<file path="config.mk">
export PLATFORM = sky130hd
export DESIGN_NAME = jtimer_top
export DESIGN_NICKNAME = d
export VERILOG_FILES = /design/src/jtimer_pkg.sv /design/src/timer_if.sv /design/src/jtimer_top.sv /design/src/interval_capture.sv /design/src/interval_fsm.sv /design/src/johnson_decode.sv /design/src/johnson_counter.sv /design/src/leading_one_trailing_one.sv /design/src/bit_scan.sv
export VERILOG_INCLUDE_DIRS = /design/src /design/src/src
export SDC_FILE = /design/constraint.sdc
export NUM_CORES = 1
export LEC_CHECK = 0
export ABC_CLOCK_PERIOD_IN_PS = 1600
export BUFFER_PORTS_ARGS = -buffer_cell sky130_fd_sc_hd__clkbuf_2
export CAP_MARGIN = 20
export CORE_MARGIN = 2
export CORE_UTILIZATION = 50
export DETAILED_ROUTE_END_ITERATION = 10
export PLACE_DENSITY = 0.83
export REMOVE_ABC_BUFFERS = 1
export SYNTH_ARGS = -nofsm -noshare
export SYNTH_HDL_FRONTEND = slang
export SYNTH_SLANG_ARGS = --single-unit
</file>
<file path="constraint.sdc">
create_clock -name clk -period 1.6 [get_ports clk]
set_clock_uncertainty 0.05 [all_clocks]
set_input_delay 0.32 -clock clk [delete_from_list [all_inputs] [get_ports clk]]
set_output_delay 0.32 -clock clk [all_outputs]
set_load 0.05 [all_outputs]
</file>
<file path="src/jtimer_config.svh">
// Build-time sizes for the tick interval timer
// Included by the package and the top level
`ifndef JTIMER_CONFIG_SVH
`define JTIMER_CONFIG_SVH

// ---------------------------------------------------------------------------
// Johnson counter size
// ---------------------------------------------------------------------------
// Number of Johnson code bits, one cycle is twice this many steps
// Twice the width must be a power of two so wrap and position pack cleanly
`define JT_WIDTH 8

// Width of the wrap counter above the Johnson position
`define JT_WRAP_BITS 4

`endif
</file>
<file path="src/jtimer_pkg.sv">
// Shared types for the tick interval timer
// Import wildcard inside a module body or use scoped names in a port list
`default_nettype none

`include "jtimer_config.svh"

package jtimer_pkg;

    // Sizes pulled from the config header
    localparam int JT_WIDTH  = `JT_WIDTH;
    localparam int JT_STEPS  = 2 * JT_WIDTH;
    localparam int POS_BITS  = $clog2(JT_STEPS);
    localparam int WRAP_BITS = `JT_WRAP_BITS;

    // Raw Johnson code
    typedef logic [JT_WIDTH-1:0] code_t;
    // Step position within one Johnson cycle
    typedef logic [POS_BITS-1:0] pos_t;
    // Completed Johnson cycles, saturating
    typedef logic [WRAP_BITS-1:0] wrap_t;
    // Wrap count packed above the position
    typedef logic [WRAP_BITS+POS_BITS-1:0] elapsed_t;

    // Control FSM states
    typedef enum logic [1:0] {ST_IDLE, ST_RUN, ST_DONE} fsm_state_t;

endpackage : jtimer_pkg

`default_nettype wire

</file>
<file path="src/timer_if.sv">
// Counter control and counter state shared by the FSM, counter and decoder
// Instantiate once in the top level and hand each block its modport
`timescale 1ns/100ps
`default_nettype none

interface timer_if;
    import jtimer_pkg::*;

    // Control from the FSM
    logic  clear;
    logic  count_en;

    // State from the counter
    code_t code;
    wrap_t wrap_count;
    logic  wrap_sat;

    // FSM side
    modport ctrl (output clear, output count_en);

    // Counter side
    modport cnt (input clear, input count_en,
                 output code, output wrap_count, output wrap_sat);

    // Decoder sees the raw code only
    modport dec (input code);

endinterface : timer_if

`default_nettype wire

</file>
<file path="src/jtimer_top.sv">
// Tick interval timer top level with plain strobe and result ports
// Start arms, tick advances, stop captures the elapsed count
`timescale 1ns/100ps
`default_nettype none

`include "jtimer_config.svh"

module jtimer_top (
    input  logic                 clk,
    input  logic                 rst_n,
    input  logic                 start,
    input  logic                 stop,
    input  logic                 tick,
    output jtimer_pkg::elapsed_t elapsed,
    output logic                 overflow,
    output logic                 code_error,
    output logic                 done,
    output logic                 busy
);
    import jtimer_pkg::*;

    logic capture;
    pos_t position;
    logic dec_error;

    // Elapsed packing needs a power-of-two cycle length
    if ((`JT_WIDTH < 2) || ((1 << $clog2(2 * `JT_WIDTH)) != (2 * `JT_WIDTH))) begin : g_bad_cfg
        $error("JT_WIDTH must be at least 2 and 2*JT_WIDTH a power of two");
    end

    // Shared counter control and state
    timer_if bus ();

    // ------------------------------------------------------------------------
    // Control, count, decode, capture
    // ------------------------------------------------------------------------
    interval_fsm u_fsm (
        .clk     (clk),
        .rst_n   (rst_n),
        .start   (start),
        .stop    (stop),
        .tick    (tick),
        .bus     (bus.ctrl),
        .capture (capture),
        .busy    (busy)
    );

    johnson_counter u_counter (
        .clk   (clk),
        .rst_n (rst_n),
        .bus   (bus.cnt)
    );

    johnson_decode u_decode (
        .bus        (bus.dec),
        .position   (position),
        .code_error (dec_error)
    );

    interval_capture u_capture (
        .clk           (clk),
        .rst_n         (rst_n),
        .capture       (capture),
        .position      (position),
        .wrap_count    (bus.wrap_count),
        .wrap_sat      (bus.wrap_sat),
        .code_error_in (dec_error),
        .elapsed       (elapsed),
        .overflow      (overflow),
        .code_error    (code_error),
        .done          (done)
    );

endmodule : jtimer_top

`default_nettype wire

</file>
<file path="src/interval_capture.sv">
// Result registers for the interval timer
// Loads elapsed count and flags on capture and pulses done one cycle later
`timescale 1ns/100ps
`default_nettype none

module interval_capture (
    input  logic                 clk,
    input  logic                 rst_n,
    input  logic                 capture,
    input  jtimer_pkg::pos_t     position,
    input  jtimer_pkg::wrap_t    wrap_count,
    input  logic                 wrap_sat,
    input  logic                 code_error_in,
    output jtimer_pkg::elapsed_t elapsed,
    output logic                 overflow,
    output logic                 code_error,
    output logic                 done
);
    import jtimer_pkg::*;

    always_ff @(posedge clk) begin
        if (!rst_n) begin
            elapsed    <= '0;
            overflow   <= 1'b0;
            code_error <= 1'b0;
            done       <= 1'b0;
        end else begin
            // One-cycle pulse following the capture edge
            done <= capture;
            if (capture) begin
                // Wrap count sits above the in-cycle position
                elapsed    <= {wrap_count, position};
                overflow   <= wrap_sat;
                code_error <= code_error_in;
            end
        end
    end

endmodule : interval_capture

`default_nettype wire

</file>
<file path="src/interval_fsm.sv">
// Idle, run and done control for the interval timer
// Turns start, stop and tick strobes into clear, count and capture
`timescale 1ns/100ps
`default_nettype none

module interval_fsm (
    input  logic  clk,
    input  logic  rst_n,
    input  logic  start,
    input  logic  stop,
    input  logic  tick,
    timer_if.ctrl bus,
    output logic  capture,
    output logic  busy
);
    import jtimer_pkg::*;

    fsm_state_t state;
    fsm_state_t state_nxt;

    // ------------------------------------------------------------------------
    // Strobes
    // ------------------------------------------------------------------------
    // Start is only honoured outside a run
    assign bus.clear    = start && (state != ST_RUN);
    // Tick in the stop cycle is dropped
    assign bus.count_en = tick && !stop && (state == ST_RUN);
    assign capture      = stop && (state == ST_RUN);
    // Moore output
    assign busy         = (state == ST_RUN);

    // ------------------------------------------------------------------------
    // Next state
    // ------------------------------------------------------------------------
    always_comb begin
        state_nxt = state;
        case (state)
            ST_IDLE: begin
                if (start) begin
                    state_nxt = ST_RUN;
                end
            end
            ST_RUN: begin
                // Start while running has no effect
                if (stop) begin
                    state_nxt = ST_DONE;
                end
            end
            ST_DONE: begin
                // Back to idle unless a new interval starts right away
                state_nxt = start ? ST_RUN : ST_IDLE;
            end
            default: begin
                state_nxt = ST_IDLE;
            end
        endcase
    end

    always_ff @(posedge clk) begin
        if (!rst_n) begin
            state <= ST_IDLE;
        end else begin
            state <= state_nxt;
        end
    end

    // A run only begins on the edge that clears the counter
    a_run_starts_cleared : assert property (
        @(posedge clk) disable iff (!rst_n)
        $rose(busy) |-> $past(bus.clear)
    ) else $error("run entered without a counter clear");

endmodule : interval_fsm

`default_nettype wire

</file>
<file path="src/johnson_decode.sv">
// Johnson code to binary step position, with an illegal-pattern flag
// Purely combinational, reads the code through the dec modport
`timescale 1ns/100ps
`default_nettype none

module johnson_decode (
    timer_if.dec             bus,
    output jtimer_pkg::pos_t position,
    output logic             code_error
);
    import jtimer_pkg::*;

    logic [$clog2(JT_WIDTH)-1:0] lead_idx;
    logic [$clog2(JT_WIDTH)-1:0] trail_idx;
    code_t                       lead_vec;
    code_t                       trail_vec;
    logic                        zero;
    logic                        nonzero;
    code_t                       run_low;
    code_t                       run_high;

    leading_one_trailing_one #(
        .WIDTH (JT_WIDTH)
    ) u_lot (
        .data               (bus.code),
        .leadingone         (lead_idx),
        .leadingone_vector  (lead_vec),
        .trailingone        (trail_idx),
        .trailingone_vector (trail_vec),
        .all_zeroes         (zero),
        .all_ones           (),
        .valid              (nonzero)
    );

    // ------------------------------------------------------------------------
    // Position
    // ------------------------------------------------------------------------
    always_comb begin
        if (bus.code[JT_WIDTH-1]) begin
            // Second half, ones drain from the bottom
            position = pos_t'(JT_WIDTH) + pos_t'(trail_idx);
        end else if (nonzero) begin
            // First half, ones fill from bit 0
            position = pos_t'(lead_idx) + pos_t'(1);
        end else begin
            position = '0;
        end
    end

    // ------------------------------------------------------------------------
    // Legal pattern check
    // ------------------------------------------------------------------------
    always_comb begin
        // Ones from bit 0 up to and including the leading one
        run_low  = lead_vec | (lead_vec - code_t'(1));
        // Ones from the trailing one up to the top bit
        run_high = ~(trail_vec - code_t'(1));
        if (bus.code[JT_WIDTH-1]) begin
            code_error = (bus.code != run_high);
        end else begin
            code_error = !zero && (bus.code != run_low);
        end
    end

endmodule : johnson_decode

`default_nettype wire

</file>
<file path="src/johnson_counter.sv">
// Johnson shift counter with a saturating count of completed cycles
// Driven through the cnt modport, clear and count_en from the FSM
`timescale 1ns/100ps
`default_nettype none

module johnson_counter (
    input logic  clk,
    input logic  rst_n,
    timer_if.cnt bus
);
    import jtimer_pkg::*;

    localparam wrap_t WRAP_MAX = '1;

    // Last step of a cycle has only the top bit set
    logic wrap;

    assign wrap = bus.count_en && (bus.code == {1'b1, {(JT_WIDTH-1){1'b0}}});

    // ------------------------------------------------------------------------
    // Shift register and wrap counter
    // ------------------------------------------------------------------------
    always_ff @(posedge clk) begin
        if (!rst_n) begin
            bus.code       <= '0;
            bus.wrap_count <= '0;
            bus.wrap_sat   <= 1'b0;
        end else if (bus.clear) begin
            // Fresh interval starts at step zero
            bus.code       <= '0;
            bus.wrap_count <= '0;
            bus.wrap_sat   <= 1'b0;
        end else if (bus.count_en) begin
            // Shift left, inverted top bit re-enters at bit 0
            bus.code <= {bus.code[JT_WIDTH-2:0], ~bus.code[JT_WIDTH-1]};
            if (wrap) begin
                // Hold at the top and remember the lost cycle
                if (bus.wrap_count == WRAP_MAX) begin
                    bus.wrap_sat <= 1'b1;
                end else begin
                    bus.wrap_count <= bus.wrap_count + 1'b1;
                end
            end
        end
    end

    // FSM never asks to clear and count in the same cycle
    a_no_clear_and_count : assert property (
        @(posedge clk) disable iff (!rst_n) !(bus.clear && bus.count_en)
    ) else $error("clear and count_en both high");

endmodule : johnson_counter

`default_nettype wire

</file>
<file path="src/leading_one_trailing_one.sv">
// Leading and trailing one detector with indices, one-hot marks and flags
// Used by the Johnson decoder to locate the edges of the ones run
`timescale 1ns/100ps
`default_nettype none

module leading_one_trailing_one #(
    parameter int WIDTH = 8
) (
    input  logic [WIDTH-1:0]         data,
    output logic [$clog2(WIDTH)-1:0] leadingone,
    output logic [WIDTH-1:0]         leadingone_vector,
    output logic [$clog2(WIDTH)-1:0] trailingone,
    output logic [WIDTH-1:0]         trailingone_vector,
    output logic                     all_zeroes,
    output logic                     all_ones,
    output logic                     valid
);

    // Highest set bit gives the leading one
    find_last_set #(
        .WIDTH (WIDTH)
    ) u_find_last_set (
        .data  (data),
        .index (leadingone)
    );

    // Lowest set bit gives the trailing one
    find_first_set #(
        .WIDTH (WIDTH)
    ) u_find_first_set (
        .data  (data),
        .index (trailingone)
    );

    // ------------------------------------------------------------------------
    // One-hot marks
    // ------------------------------------------------------------------------
    always_comb begin
        leadingone_vector  = '0;
        trailingone_vector = '0;
        // Scanner index is 0 on empty input and must not set a mark
        if (valid) begin
            leadingone_vector[leadingone]   = 1'b1;
            trailingone_vector[trailingone] = 1'b1;
        end
    end

    // Reduction flags
    assign all_ones   = &data;
    assign all_zeroes = ~(|data);
    assign valid      = |data;

    // Marks feed the run-boundary check downstream
    // Each mark is one-hot for nonzero data and sits on the outermost ones
    always_comb begin
        assert (($onehot(leadingone_vector) == valid) && ($onehot(trailingone_vector) == valid))
            else $error("one-hot mark is not a single bit for nonzero data");
        assert (((leadingone_vector | trailingone_vector) & ~data) == '0)
            else $error("one-hot mark sits on a zero data bit");
        assert ((data & ~(leadingone_vector | (leadingone_vector - 1'b1))) == '0)
            else $error("data bit set above the leading one");
        assert ((data & (trailingone_vector - 1'b1)) == '0)
            else $error("data bit set below the trailing one");
    end

endmodule : leading_one_trailing_one

`default_nettype wire

</file>
<file path="src/bit_scan.sv">
// Priority bit-index scanners for the lowest and the highest set bit
// Both return 0 for an all-zero input, so pair them with a zero flag
`timescale 1ns/100ps
`default_nettype none

// ---------------------------------------------------------------------------
// Lowest set bit
// ---------------------------------------------------------------------------
module find_first_set #(
    parameter int WIDTH = 8
) (
    input  logic [WIDTH-1:0]         data,
    output logic [$clog2(WIDTH)-1:0] index
);
    localparam int N = $clog2(WIDTH);

    always_comb begin
        index = '0;
        // Walk down from the top so the lowest hit is written last
        for (int i = WIDTH - 1; i >= 0; i--) begin
            if (data[i]) begin
                index = N'(i);
            end
        end
    end
endmodule : find_first_set

// ---------------------------------------------------------------------------
// Highest set bit
// ---------------------------------------------------------------------------
module find_last_set #(
    parameter int WIDTH = 8
) (
    input  logic [WIDTH-1:0]         data,
    output logic [$clog2(WIDTH)-1:0] index
);
    localparam int N = $clog2(WIDTH);

    always_comb begin
        index = '0;
        // Walk up from bit 0 so the highest hit wins
        for (int i = 0; i < WIDTH; i++) begin
            if (data[i]) begin
                index = N'(i);
            end
        end
    end
endmodule : find_last_set

`default_nettype wire

</file>
Yosys cells after proc, flatten, opt, wreduce, memory -nomap -nowiden
Index checks and enable logic that the tools add are counted.
- add/sub/neg operators: 5
- $lt $le $gt $ge: 4
- eq/ne operators: 9
- multiplexer cells: 28
- bitwise logic cells: 5
- reductions and logical operators: 15
- operators by type and width (kind ; count):
    $mux 3 ; 12
    $mux 8 ; 2
    $ne 8x8->1 ; 2
    $sub 8x1->8 const B ; 2
    $eq 8x8->1 const B ; 1
    $logic_and 1x1->1 ; 8
    $lt 3x4->1 const B ; 2
    $mux 2 ; 4
    $mux 4 ; 2
    $not 8->8 ; 1
    $or 8x8->8 ; 1
    $reduce_or 8->1 ; 1
    $demux 1 s3 ; 2
    $ge 3x1->1 const B ; 2
    $pmux 2 s3 ; 1
    $reduce_and 3->1 ; 2
    $mux 1 ; 5
    $add 3x1->4 const B ; 1
    $add 4x1->4 const B ; 1
    $add 4x3->4 const A ; 1
    $eq 4x4->1 const B ; 1
    $ne 2x2->1 const B ; 2
    $not 1->1 ; 3
    $eq 2x1->1 const B ; 1
    6 further kinds ; 6
- register bits after elaboration: 26

Longest topological paths before layout
Gate-level depths: netlist of the first run.
- word-level depth: 17
- mapped depth: 9
- depth with buffers taken out: 8

Hierarchy
A second synthesis of the first run with hierarchy kept.
- cell total of the unflattened synthesis: 224
- area, all modules: 1923.1 µm²
- by module, submodules not included (module ; times used ; cells an instance ; area each (µm²) ; sequential area each (µm²)):
    johnson_counter ; 1 ; 57 ; 596.8 ; 260.2
    johnson_decode ; 1 ; 68 ; 451.7 ; 0.0
    interval_capture ; 1 ; 34 ; 405.4 ; 220.2
    leading_one_trailing_one ; 1 ; 33 ; 239.0 ; 0.0
    interval_fsm ; 1 ; 10 ; 101.3 ; 40.0
    find_first_set ; 1 ; 12 ; 83.8 ; 0.0
    find_last_set ; 1 ; 10 ; 45.0 ; 0.0

Worst setup path after synthesis of the first run
Ideal clock, no wire load.
- path type: register -> register
- start: register u_fsm.state[0]
- end: register u_capture.elapsed[0]
- setup time: 0.126 ns
- arrival time: 1.601 ns
- required time: 1.424 ns
- setup slack: -0.177 ns
- cell stages (with the launch flop): 7
- period minus slack after synthesis: 1.777 ns
- cell sequence: dfxtp_1 > nor2b_1 > clkbuf_1 > nand2_1 > clkbuf_1 > a22oi_1 > o22ai_1
- longest elaborated chain between the ends: 2
- RTL lines (element ; RTL line ; source):
    start: declaration ; interval_fsm.sv:18 ; fsm_state_t state;
    start signal: assignment ; interval_fsm.sv:63 ; state <= state_nxt;
    $eq 2x1->1 ; - ;
    named net busy ; jtimer_top.sv:18 ; output logic busy
    $logic_and 1x1->1 ; interval_fsm.sv:28 ; assign capture = stop && (state == ST_RUN);
    end signal: assignment ; interval_capture.sv:32 ; elapsed <= {wrap_count, position};
    end: declaration ; interval_capture.sv:14 ; output jtimer_pkg::elapsed_t elapsed,
The timed path passes the listed nets, and every way through them passes these cells.
A chain may end at the register's enable or synchronous reset.

Worst setup path after layout of the first run
- start: register u_counter.bus.code[0]
- end: register u_capture.code_error
- longest elaborated chain between the ends: 10
- elaborated cells between the ends (all ways): 17
- classes of those cells: 2 x add/sub; 2 x order compare; 2 x eq/ne; 6 x mux; 2 x bitwise; 3 x reduce/logical
- RTL lines (element ; RTL line ; source):
    start: declaration ; timer_if.sv:23 ; output code, output wrap_count, output wrap_sat);
    start signal: assignment ; johnson_counter.sv:35 ; bus.code <= {bus.code[JT_WIDTH-2:0], ~bus.code[JT_WIDTH-1]};
    $mux 3 ; bit_scan.sv:21 ; if (data[i]) begin
    $lt 3x4->1 (not written as such) / $ge 3x1->1 (equally long branches) ; leading_one_trailing_one.sv:44 ; trailingone_vector[trailingone] = 1'b1;
    $logic_and 1x1->1 (not written as such) ; leading_one_trailing_one.sv:44 ;
    $mux 1 (not written as such) ; leading_one_trailing_one.sv:44 ;
    $demux 1 s3 ; leading_one_trailing_one.sv:44 ;
    $mux 8 ; leading_one_trailing_one.sv:42 ; if (valid) begin
    $sub 8x1->8 ; johnson_decode.sv:57 ; run_high = ~(trail_vec - code_t'(1));
    $not 8->8 ; johnson_decode.sv:57 ;
    $ne 8x8->1 ; johnson_decode.sv:59 ; code_error = (bus.code != run_high);
    $mux 1 * ; johnson_decode.sv:58 ; if (bus.code[JT_WIDTH-1]) begin
    end signal: assignment ; interval_capture.sv:34 ; code_error <= code_error_in;
    end: declaration ; interval_capture.sv:16 ; output logic code_error,
Mark *: on every way between the ends. The rest lies on a longest branch, timed or not.

==> out/results.txt, run 1 <==
Fillers -> 177
CTS Buf Count -> 3
Cells after DPL -> 235
Kind of critical path -> flop to flop
Synth top area cells -> dfxtp_1, nand2_1, a21oi_1, nor2_1, o21ai_0
Worst setup SP type -> flop
Clock Root Buffer -> clkbuf_4
Post-synthesis adder-cell area fraction -> 2.84%
PwrDens -> 674 nW/um2
Synth Area in XOR/XNOR -> 1.99%
Final core utilization -> 73.3%
Final Non-Filler Cells -> 244
Setup violators final -> 0
Die width -> 55.4 um
Area leader, netlist -> dfxtp_1
M1 GR Usage -> 30.6%
CTS tree -> done
Top Usage Layer GRT -> met2
CTS Buffer Depth -> 2
CTS H-tree lvls -> 1
Post-Synth Simple-Gate Area -> 29.2%
Max FO, Critical Path -> 5
Die ar. -> 3070 um2
Clock sinks -> 26
Routability cong. -> 0.808
Worst Max-Slew Pin Slew -> 0.353 ns
Critical Path AT -> 1.77 ns
Initial Utilization -> 52.9%
Synth unique cells -> 40
Cells after Synth -> 175
Average via count per standard cell -> 5.74
Worst hold margin -> 0.220 ns
Clk slew on worst S/H paths -> 0.15 ns
Hold-critical path depth -> 3
Layout Nets -> 223
Lkg Pwr -> 0.691 nW
Hold buffer count at CTS -> 0
Largest net degree at the start of global routing -> 16
Sequential area share after synthesis -> 39.4%
Pre-antenna DRT Iters -> 4
Final Cycle Share -> 98.6%
DP HPWL -> 2520 um
Main combinational cell family by area after synthesis -> simple AND/OR/NAND/NOR gates
First-pass GRT wire length -> 5530 um
HP Class -> input pin to flop
Status -> finished clean
Pins over their slew limit -> 0
Mapped Area -> 1320 um2
Via count -> 1401
Row Count -> 18
Port-buffer cells -> 16
Setup crit end kind -> flop
GR Layer Usage met3 -> 3.51%
Core ar. -> 2500 um2
Share of post-route cells with drive strength above 1 -> 39.3%
Total track usage -> 22.4%
Die height -> 55.4 um
Post-synthesis mux area share -> 0%
Avg Cell Area, Syn -> 7.56 um2
Leading cell type in the layout, fill and taps excluded -> nand2_1
Finished Cell Area -> 1830 um2
DRT iter0 DRCs -> 78
DRC viols -> 0
Minimum clock period -> 1.58 ns
Clock Latency Late Sink -> 0.32 ns
MaxCap Viol Count -> 0
Worst slack, placed -> -0.0896 ns
RSZ-0062 raised after global routing -> yes
Ant. Diodes -> 0
Grt ovf -> 0
Cell Area, Placed -> 1570 um2
CP Data Required Time -> 1.80 ns
Final hold vios -> 0
Average wire per standard cell -> 15.2 um
Yosys warning count -> 0
Post-synthesis compound-gate area fraction -> 20.0%
Max frequency -> 634 MHz
Vias in the first global route -> 1208
Top Ports -> 17
FF-to-FF path depth -> 5
Peak supply drop -> 0.697 mV
Post-synth top area share -> 39.4%
Relative slew slack -> 76.4%
Post-route setup slack -> 0.0220 ns
Total Wirelength -> 3710 um
P&R area growth vs syn -> 38.5%
Global routing usage on met2 -> 34.9%
Synthesis-stage register bit count -> 26
Most frequent cells in the layout -> nand2_1, buf_4, a21oi_1
Post-DRT Antenna Nets -> 0
Initial antenna violation count -> 0
-- kinds of logic after synthesis --
group	after synthesis
flops	26
buf+inv	19
simple gates	78
fa+ha+maj	3
compound gates	46
xor+xnor	3
-- where the power goes --
part	total (mW)	leakage, nW	switching, mW	internal (mW)
combinational	0.116	0.448	0.0692	0.0469
clock	0.464	0.0279	0.211	0.253
sequential	0.654	0.216	0.00549	0.649
-- state kept, by name, indices dropped and copies added, names as in the netlist --
name / flops
u_fsm.state: 2
u_counter.bus.wrap_sat: 1
u_counter.bus.code: 8
u_capture.overflow: 1
u_capture.elapsed: 8
u_capture.code_error: 1
u_capture.done: 1
u_counter.bus.wrap_count: 4
-- Yosys cell counts --
cell type and instances:
nand2_1 37, dfxtp_1 26, a21oi_1 23, nor2_1 15
o21ai_0 10, buf_2 7, inv_1 6, nand3_1 5
clkbuf_1 4, ha_1 3, nand2b_1 3, nor3_1 3
xnor2_1 3, a31oi_1 2, nand4b_1 2, nor3_2 2
a221oi_1 1, a22oi_1 1, a2bb2oi_1 1, a311o_1 1
a32oi_1 1, and2_1 1, and3_1 1, buf_6 1
clkinv_1 1, nand4_1 1, nand4_2 1, nor2_2 1
nor2b_1 1, nor4_1 1, nor4_4 1, nor4bb_1 1
o21a_1 1, o21ai_1 1, o21bai_1 1, o221ai_1 1
o22ai_1 1, o31ai_1 1, or2_2 1, or4_1 1
-- layout make-up --
| type | instances | area, um2 | share of cell area (%) |
|---|---|---|---|
| flip-flops and latches | 26 | 542 | 29.6 |
| repair buffers | 47 | 325 | 17.8 |
| well taps | 30 | 37.5 | 2.05 |
| multi-input cells | 130 | 846 | 46.2 |
| clock buffers | 3 | 22.5 | 1.23 |
| inverters | 7 | 28.8 | 1.57 |
| clock inverters | 1 | 30.0 | 1.64 |
-- per-stage QoR --
stage	total power [mW]	setup TNS, ns
after floorplan	0.730	-10.99
after global placement	0.771	-0.0230
after detailed placement	0.775	-0.339
after CTS	1.23	0
after global routing	1.28	-0.232
final	1.23	0
-- per-layer routing --
metal / share of wire, % / vias up
li1: - / 682
met1: 42 / 645
met2: 48 / 57
met3: 5.4 / 17
met4: 4.4 / 0
met5: 0 / -
-- critical path, stage by stage (launching register included) --
cell	delay (ns)
dfxtp_4	0.40
or4_4	0.55
o21ai_2	0.15
nand4b_1	0.14
a21oi_2	0.14
o21ai_1	0.07
-- final timing paths --
| path | startpoint | endpoint | slack (ns) |
|---|---|---|---|
| max | u_counter.bus.code[0] | u_capture.code_error | 0.02 |
| min | rst_n | u_capture.elapsed[2] | 0.22 |
| max reg2reg | u_counter.bus.code[0] | u_capture.code_error | 0.02 |
| min reg2reg | u_capture.elapsed[7] | u_capture.elapsed[7] | 0.42 |
-- repair_timing --
action / in CTS / in global routing
setup endpoints to repair: 4 / 8
hold endpoints to repair: 0 / 0
setup buffers: 0 / 5
pin swaps: 0 / 17
resized for setup: 11 / 34
Note: power is estimated with default switching activity, not from simulation.
==> run 2: changes to the inputs <==
--- a/config.mk
+++ b/config.mk
@@ -10,9 +10,9 @@
 export BUFFER_PORTS_ARGS = -buffer_cell sky130_fd_sc_hd__clkbuf_2
 export CAP_MARGIN = 20
 export CORE_MARGIN = 2
-export CORE_UTILIZATION = 50
+export CORE_UTILIZATION = 38
 export DETAILED_ROUTE_END_ITERATION = 10
-export PLACE_DENSITY = 0.83
+export PLACE_DENSITY = 0.68
 export REMOVE_ABC_BUFFERS = 1
 export SYNTH_ARGS = -nofsm -noshare
 export SYNTH_HDL_FRONTEND = slang
==> run 2 against run 1 <==
Worst hold slack improved by 0.0015 ns. Sequential cell count unchanged. Sequential share of layout area increased by 0.57 points. Register-to-register slack improved by 0.02 ns. Die area increased by 29%. Count of clock-buffer cells in the layout unchanged. Fmax increased by 1.3%. First-iteration DRC count increased by 32%. Non-clock buffer count decreased by 2. Highest routed layer unchanged.
==> out/results.txt, run 2 (synthesized netlist as in run 1, its figures left out) <==
Status -> finished clean
Final Non-Filler Cells -> 258 (+5.7%)
Setup violators final -> 0 (unchanged)
CTS Buf Count -> 3 (unchanged)
Row Count -> 21 (+3)
CP bufs+invs -> 0 (unchanged)
Fillers -> 323 (+82%)
CTS H-tree lvls -> 1 (unchanged)
DRC viols -> 0 (unchanged)
Setup crit end kind -> flop
Vias in the first global route -> 1176 (-2.6%)
Relative slew slack -> 77.4% (+0.94 points)
Area of the multi-input gates -> 802 um2 (-5.2%)
Lkg Pwr -> 0.669 nW (-3.3%)
Clock Latency Late Sink -> 0.32 ns (about the same)
Share of post-route cells with drive strength above 1 -> 36.3% (-2.9 points)
Die width -> 63.0 um (+14%)
P&R area growth vs syn -> 35.6%
Worst Max-Slew Pin Slew -> 0.340 ns (-0.0131 ns)
Post-DRT Antenna Nets -> 0 (unchanged)
RSZ-0062 raised after global routing -> yes
MaxCap Viol Count -> 0 (unchanged)
Clk slew on worst S/H paths -> 0.14 ns (about the same)
Average wire per standard cell -> 11.8 um (-22%)
Pins over their slew limit -> 0 (unchanged)
Grt ovf -> 0 (unchanged)
Max frequency -> 642 MHz (+1.3%)
Most frequent cells in the layout -> nand2_1, buf_4, a21oi_1
Peak supply drop -> 0.274 mV (-61%)
Final hold vios -> 0 (unchanged)
CTS tree -> done
Total track usage -> 15.4% (-7.0 points)
Via count -> 1306 (-6.8%)
Worst path slowest cell -> dfxtp_4
Worst Hold End -> u_fsm.state[1]
Port-buffer cells -> 16 (unchanged)
Worst setup SP type -> flop
Ant. Diodes -> 0 (unchanged)
CP Data Required Time -> 1.81 ns (about the same)
Worst path top cell family by delay -> compound AO/OA/AOI/OAI gates
DRT iter0 DRCs -> 103 (+32%)
Largest net degree at the start of global routing -> 16 (unchanged)
Reg-to-Reg Start -> u_counter.bus.code[2]
Initial antenna violation count -> 0 (unchanged)
Top Ports -> 17 (unchanged)
Max FO, Critical Path -> 4 (-1)
Final Cycle Share -> 97.4% (-1.2 points)
HP Class -> input pin to flop
First-pass GRT wire length -> 4930 um (-11%)
Die height -> 63.0 um (+14%)
Register Area -> 541 um2 (-0.23%)
Kind of critical path -> flop to flop
Cells after DPL -> 252 (+7.2%)
Initial Utilization -> 39.6% (-13 points)
Leading cell type in the layout, fill and taps excluded -> nand2_1
Total Wirelength -> 3040 um (-18%)
Hold-critical path depth -> 3 (unchanged)
PwrDens -> 675 nW/um2 (+0.20%)
Crit-path max cell delay -> 0.38 ns (-0.17 ns)
Top Registers -> u_capture.elapsed x8, u_counter.bus.code x8, u_counter.bus.wrap_count x4
Core ar. -> 3340 um2 (+33%)
FF-to-FF End -> u_capture.elapsed[2]
Average via count per standard cell -> 5.06 (-12%)
Worst R2R Setup Slack -> 0.04 ns (+0.02 ns)
Total power -> 1.21 mW (-1.9%)
Minimum clock period -> 1.56 ns (-0.0197 ns)
Clock Root Buffer -> clkbuf_4
Pre-antenna DRT Iters -> 4 (unchanged)
Critical Path AT -> 1.77 ns (about the same)
Routability cong. -> 0.883 (+9.3%)
CTS Buffer Depth -> 2 (unchanged)
Hold_sp -> rst_n
Die ar. -> 3970 um2 (+29%)
FF-to-FF path depth -> 8 (+3)
Hold buffer count at CTS -> 0 (unchanged)
Clock sinks -> 26 (unchanged)
DP HPWL -> 2200 um (-12%)
Layout Nets -> 221 (-0.90%)
Crit-path cells -> nand2b_4 -> a221oi_4 -> or2_4 -> ha_4 -> nand3_2 -> o21ai_2 -> nand2b_1 -> a31oi_1
-- run 2: repair_timing --
action,CTS,global route
setup buffers,0,2
endpoints found under the setup margin,5,8
resized for setup,7,29
pin swaps,1,12
-- run 2: per-layer routing --
layer / global-route usage (%) / up-vias / wire length [um] / share of wire (%)
met5: 0 / - / 0 / 0
met2: 26.5 / 20 / 1470 / 48
li1: - / 683 / - / -
met1: 19.4 / 598 / 1450 / 48
met3: 2.70 / 5 / 78 / 2.6
met4: 5.00 / 0 / 42 / 1.4
-- run 2: worst register-to-register path, stage by stage, from the launching register on --
cell	delay, ns
dfxtp_4	0.38
nand2b_4	0.15
a221oi_4	0.26
or2_4	0.18
ha_4	0.14
nand3_2	0.06
o21ai_2	0.05
nand2b_1	0.07
a31oi_1	0.16
-- run 2: stage by stage --
step / worst slack [ns] / setup TNS [ns] / hold slack (ns) / area (um2) / utilization, %
after global placement: -0.0337 / -0.108 / 0.394 / 1600 / 48.0
after global routing: -0.0361 / -0.108 / 0.220 / 1790 / 53.7
after detailed placement: -0.0621 / -0.152 / 0.396 / 1600 / 48.0
after CTS: 0.0000547 / 0 / 0.215 / 1670 / 50.2
final: 0.0417 / 0 / 0.221 / 1790 / 53.7
after floorplan: -0.566 / -10.99 / 0.382 / 1260 / -
-- run 2: cell type report --
type	count	share of cell area (%)
Clock buffer	3	1.26
Multi-Input combinational cell	130	44.7
Clock inverter	1	1.67
Inverter	7	1.47
Timing Repair Buffer	45	17.5
Sequential cell	26	30.1
Tap cell	46	3.21
-- run 2: worst max-delay path by stage --
| stage | from | end | cells past startpoint |
|---|---|---|---|
| final | u_counter.bus.code[2] | u_capture.elapsed[2] | 8 |
| after detailed placement | u_counter.bus.code[1] | u_capture.elapsed[1] | 6 |
| after CTS | u_counter.bus.code[0] | u_capture.code_error | 7 |
| after floorplan | u_fsm.state[0] | u_capture.code_error | 5 |
| after global placement | u_counter.bus.code[1] | u_capture.elapsed[2] | 8 |
| after global routing | u_counter.bus.code[2] | u_capture.elapsed[2] | 8 |
-- run 2: power by group --
group          internal (mW)  switching [mW]
clock network          0.253           0.200
logic                 0.0402          0.0641
registers              0.648         0.00498
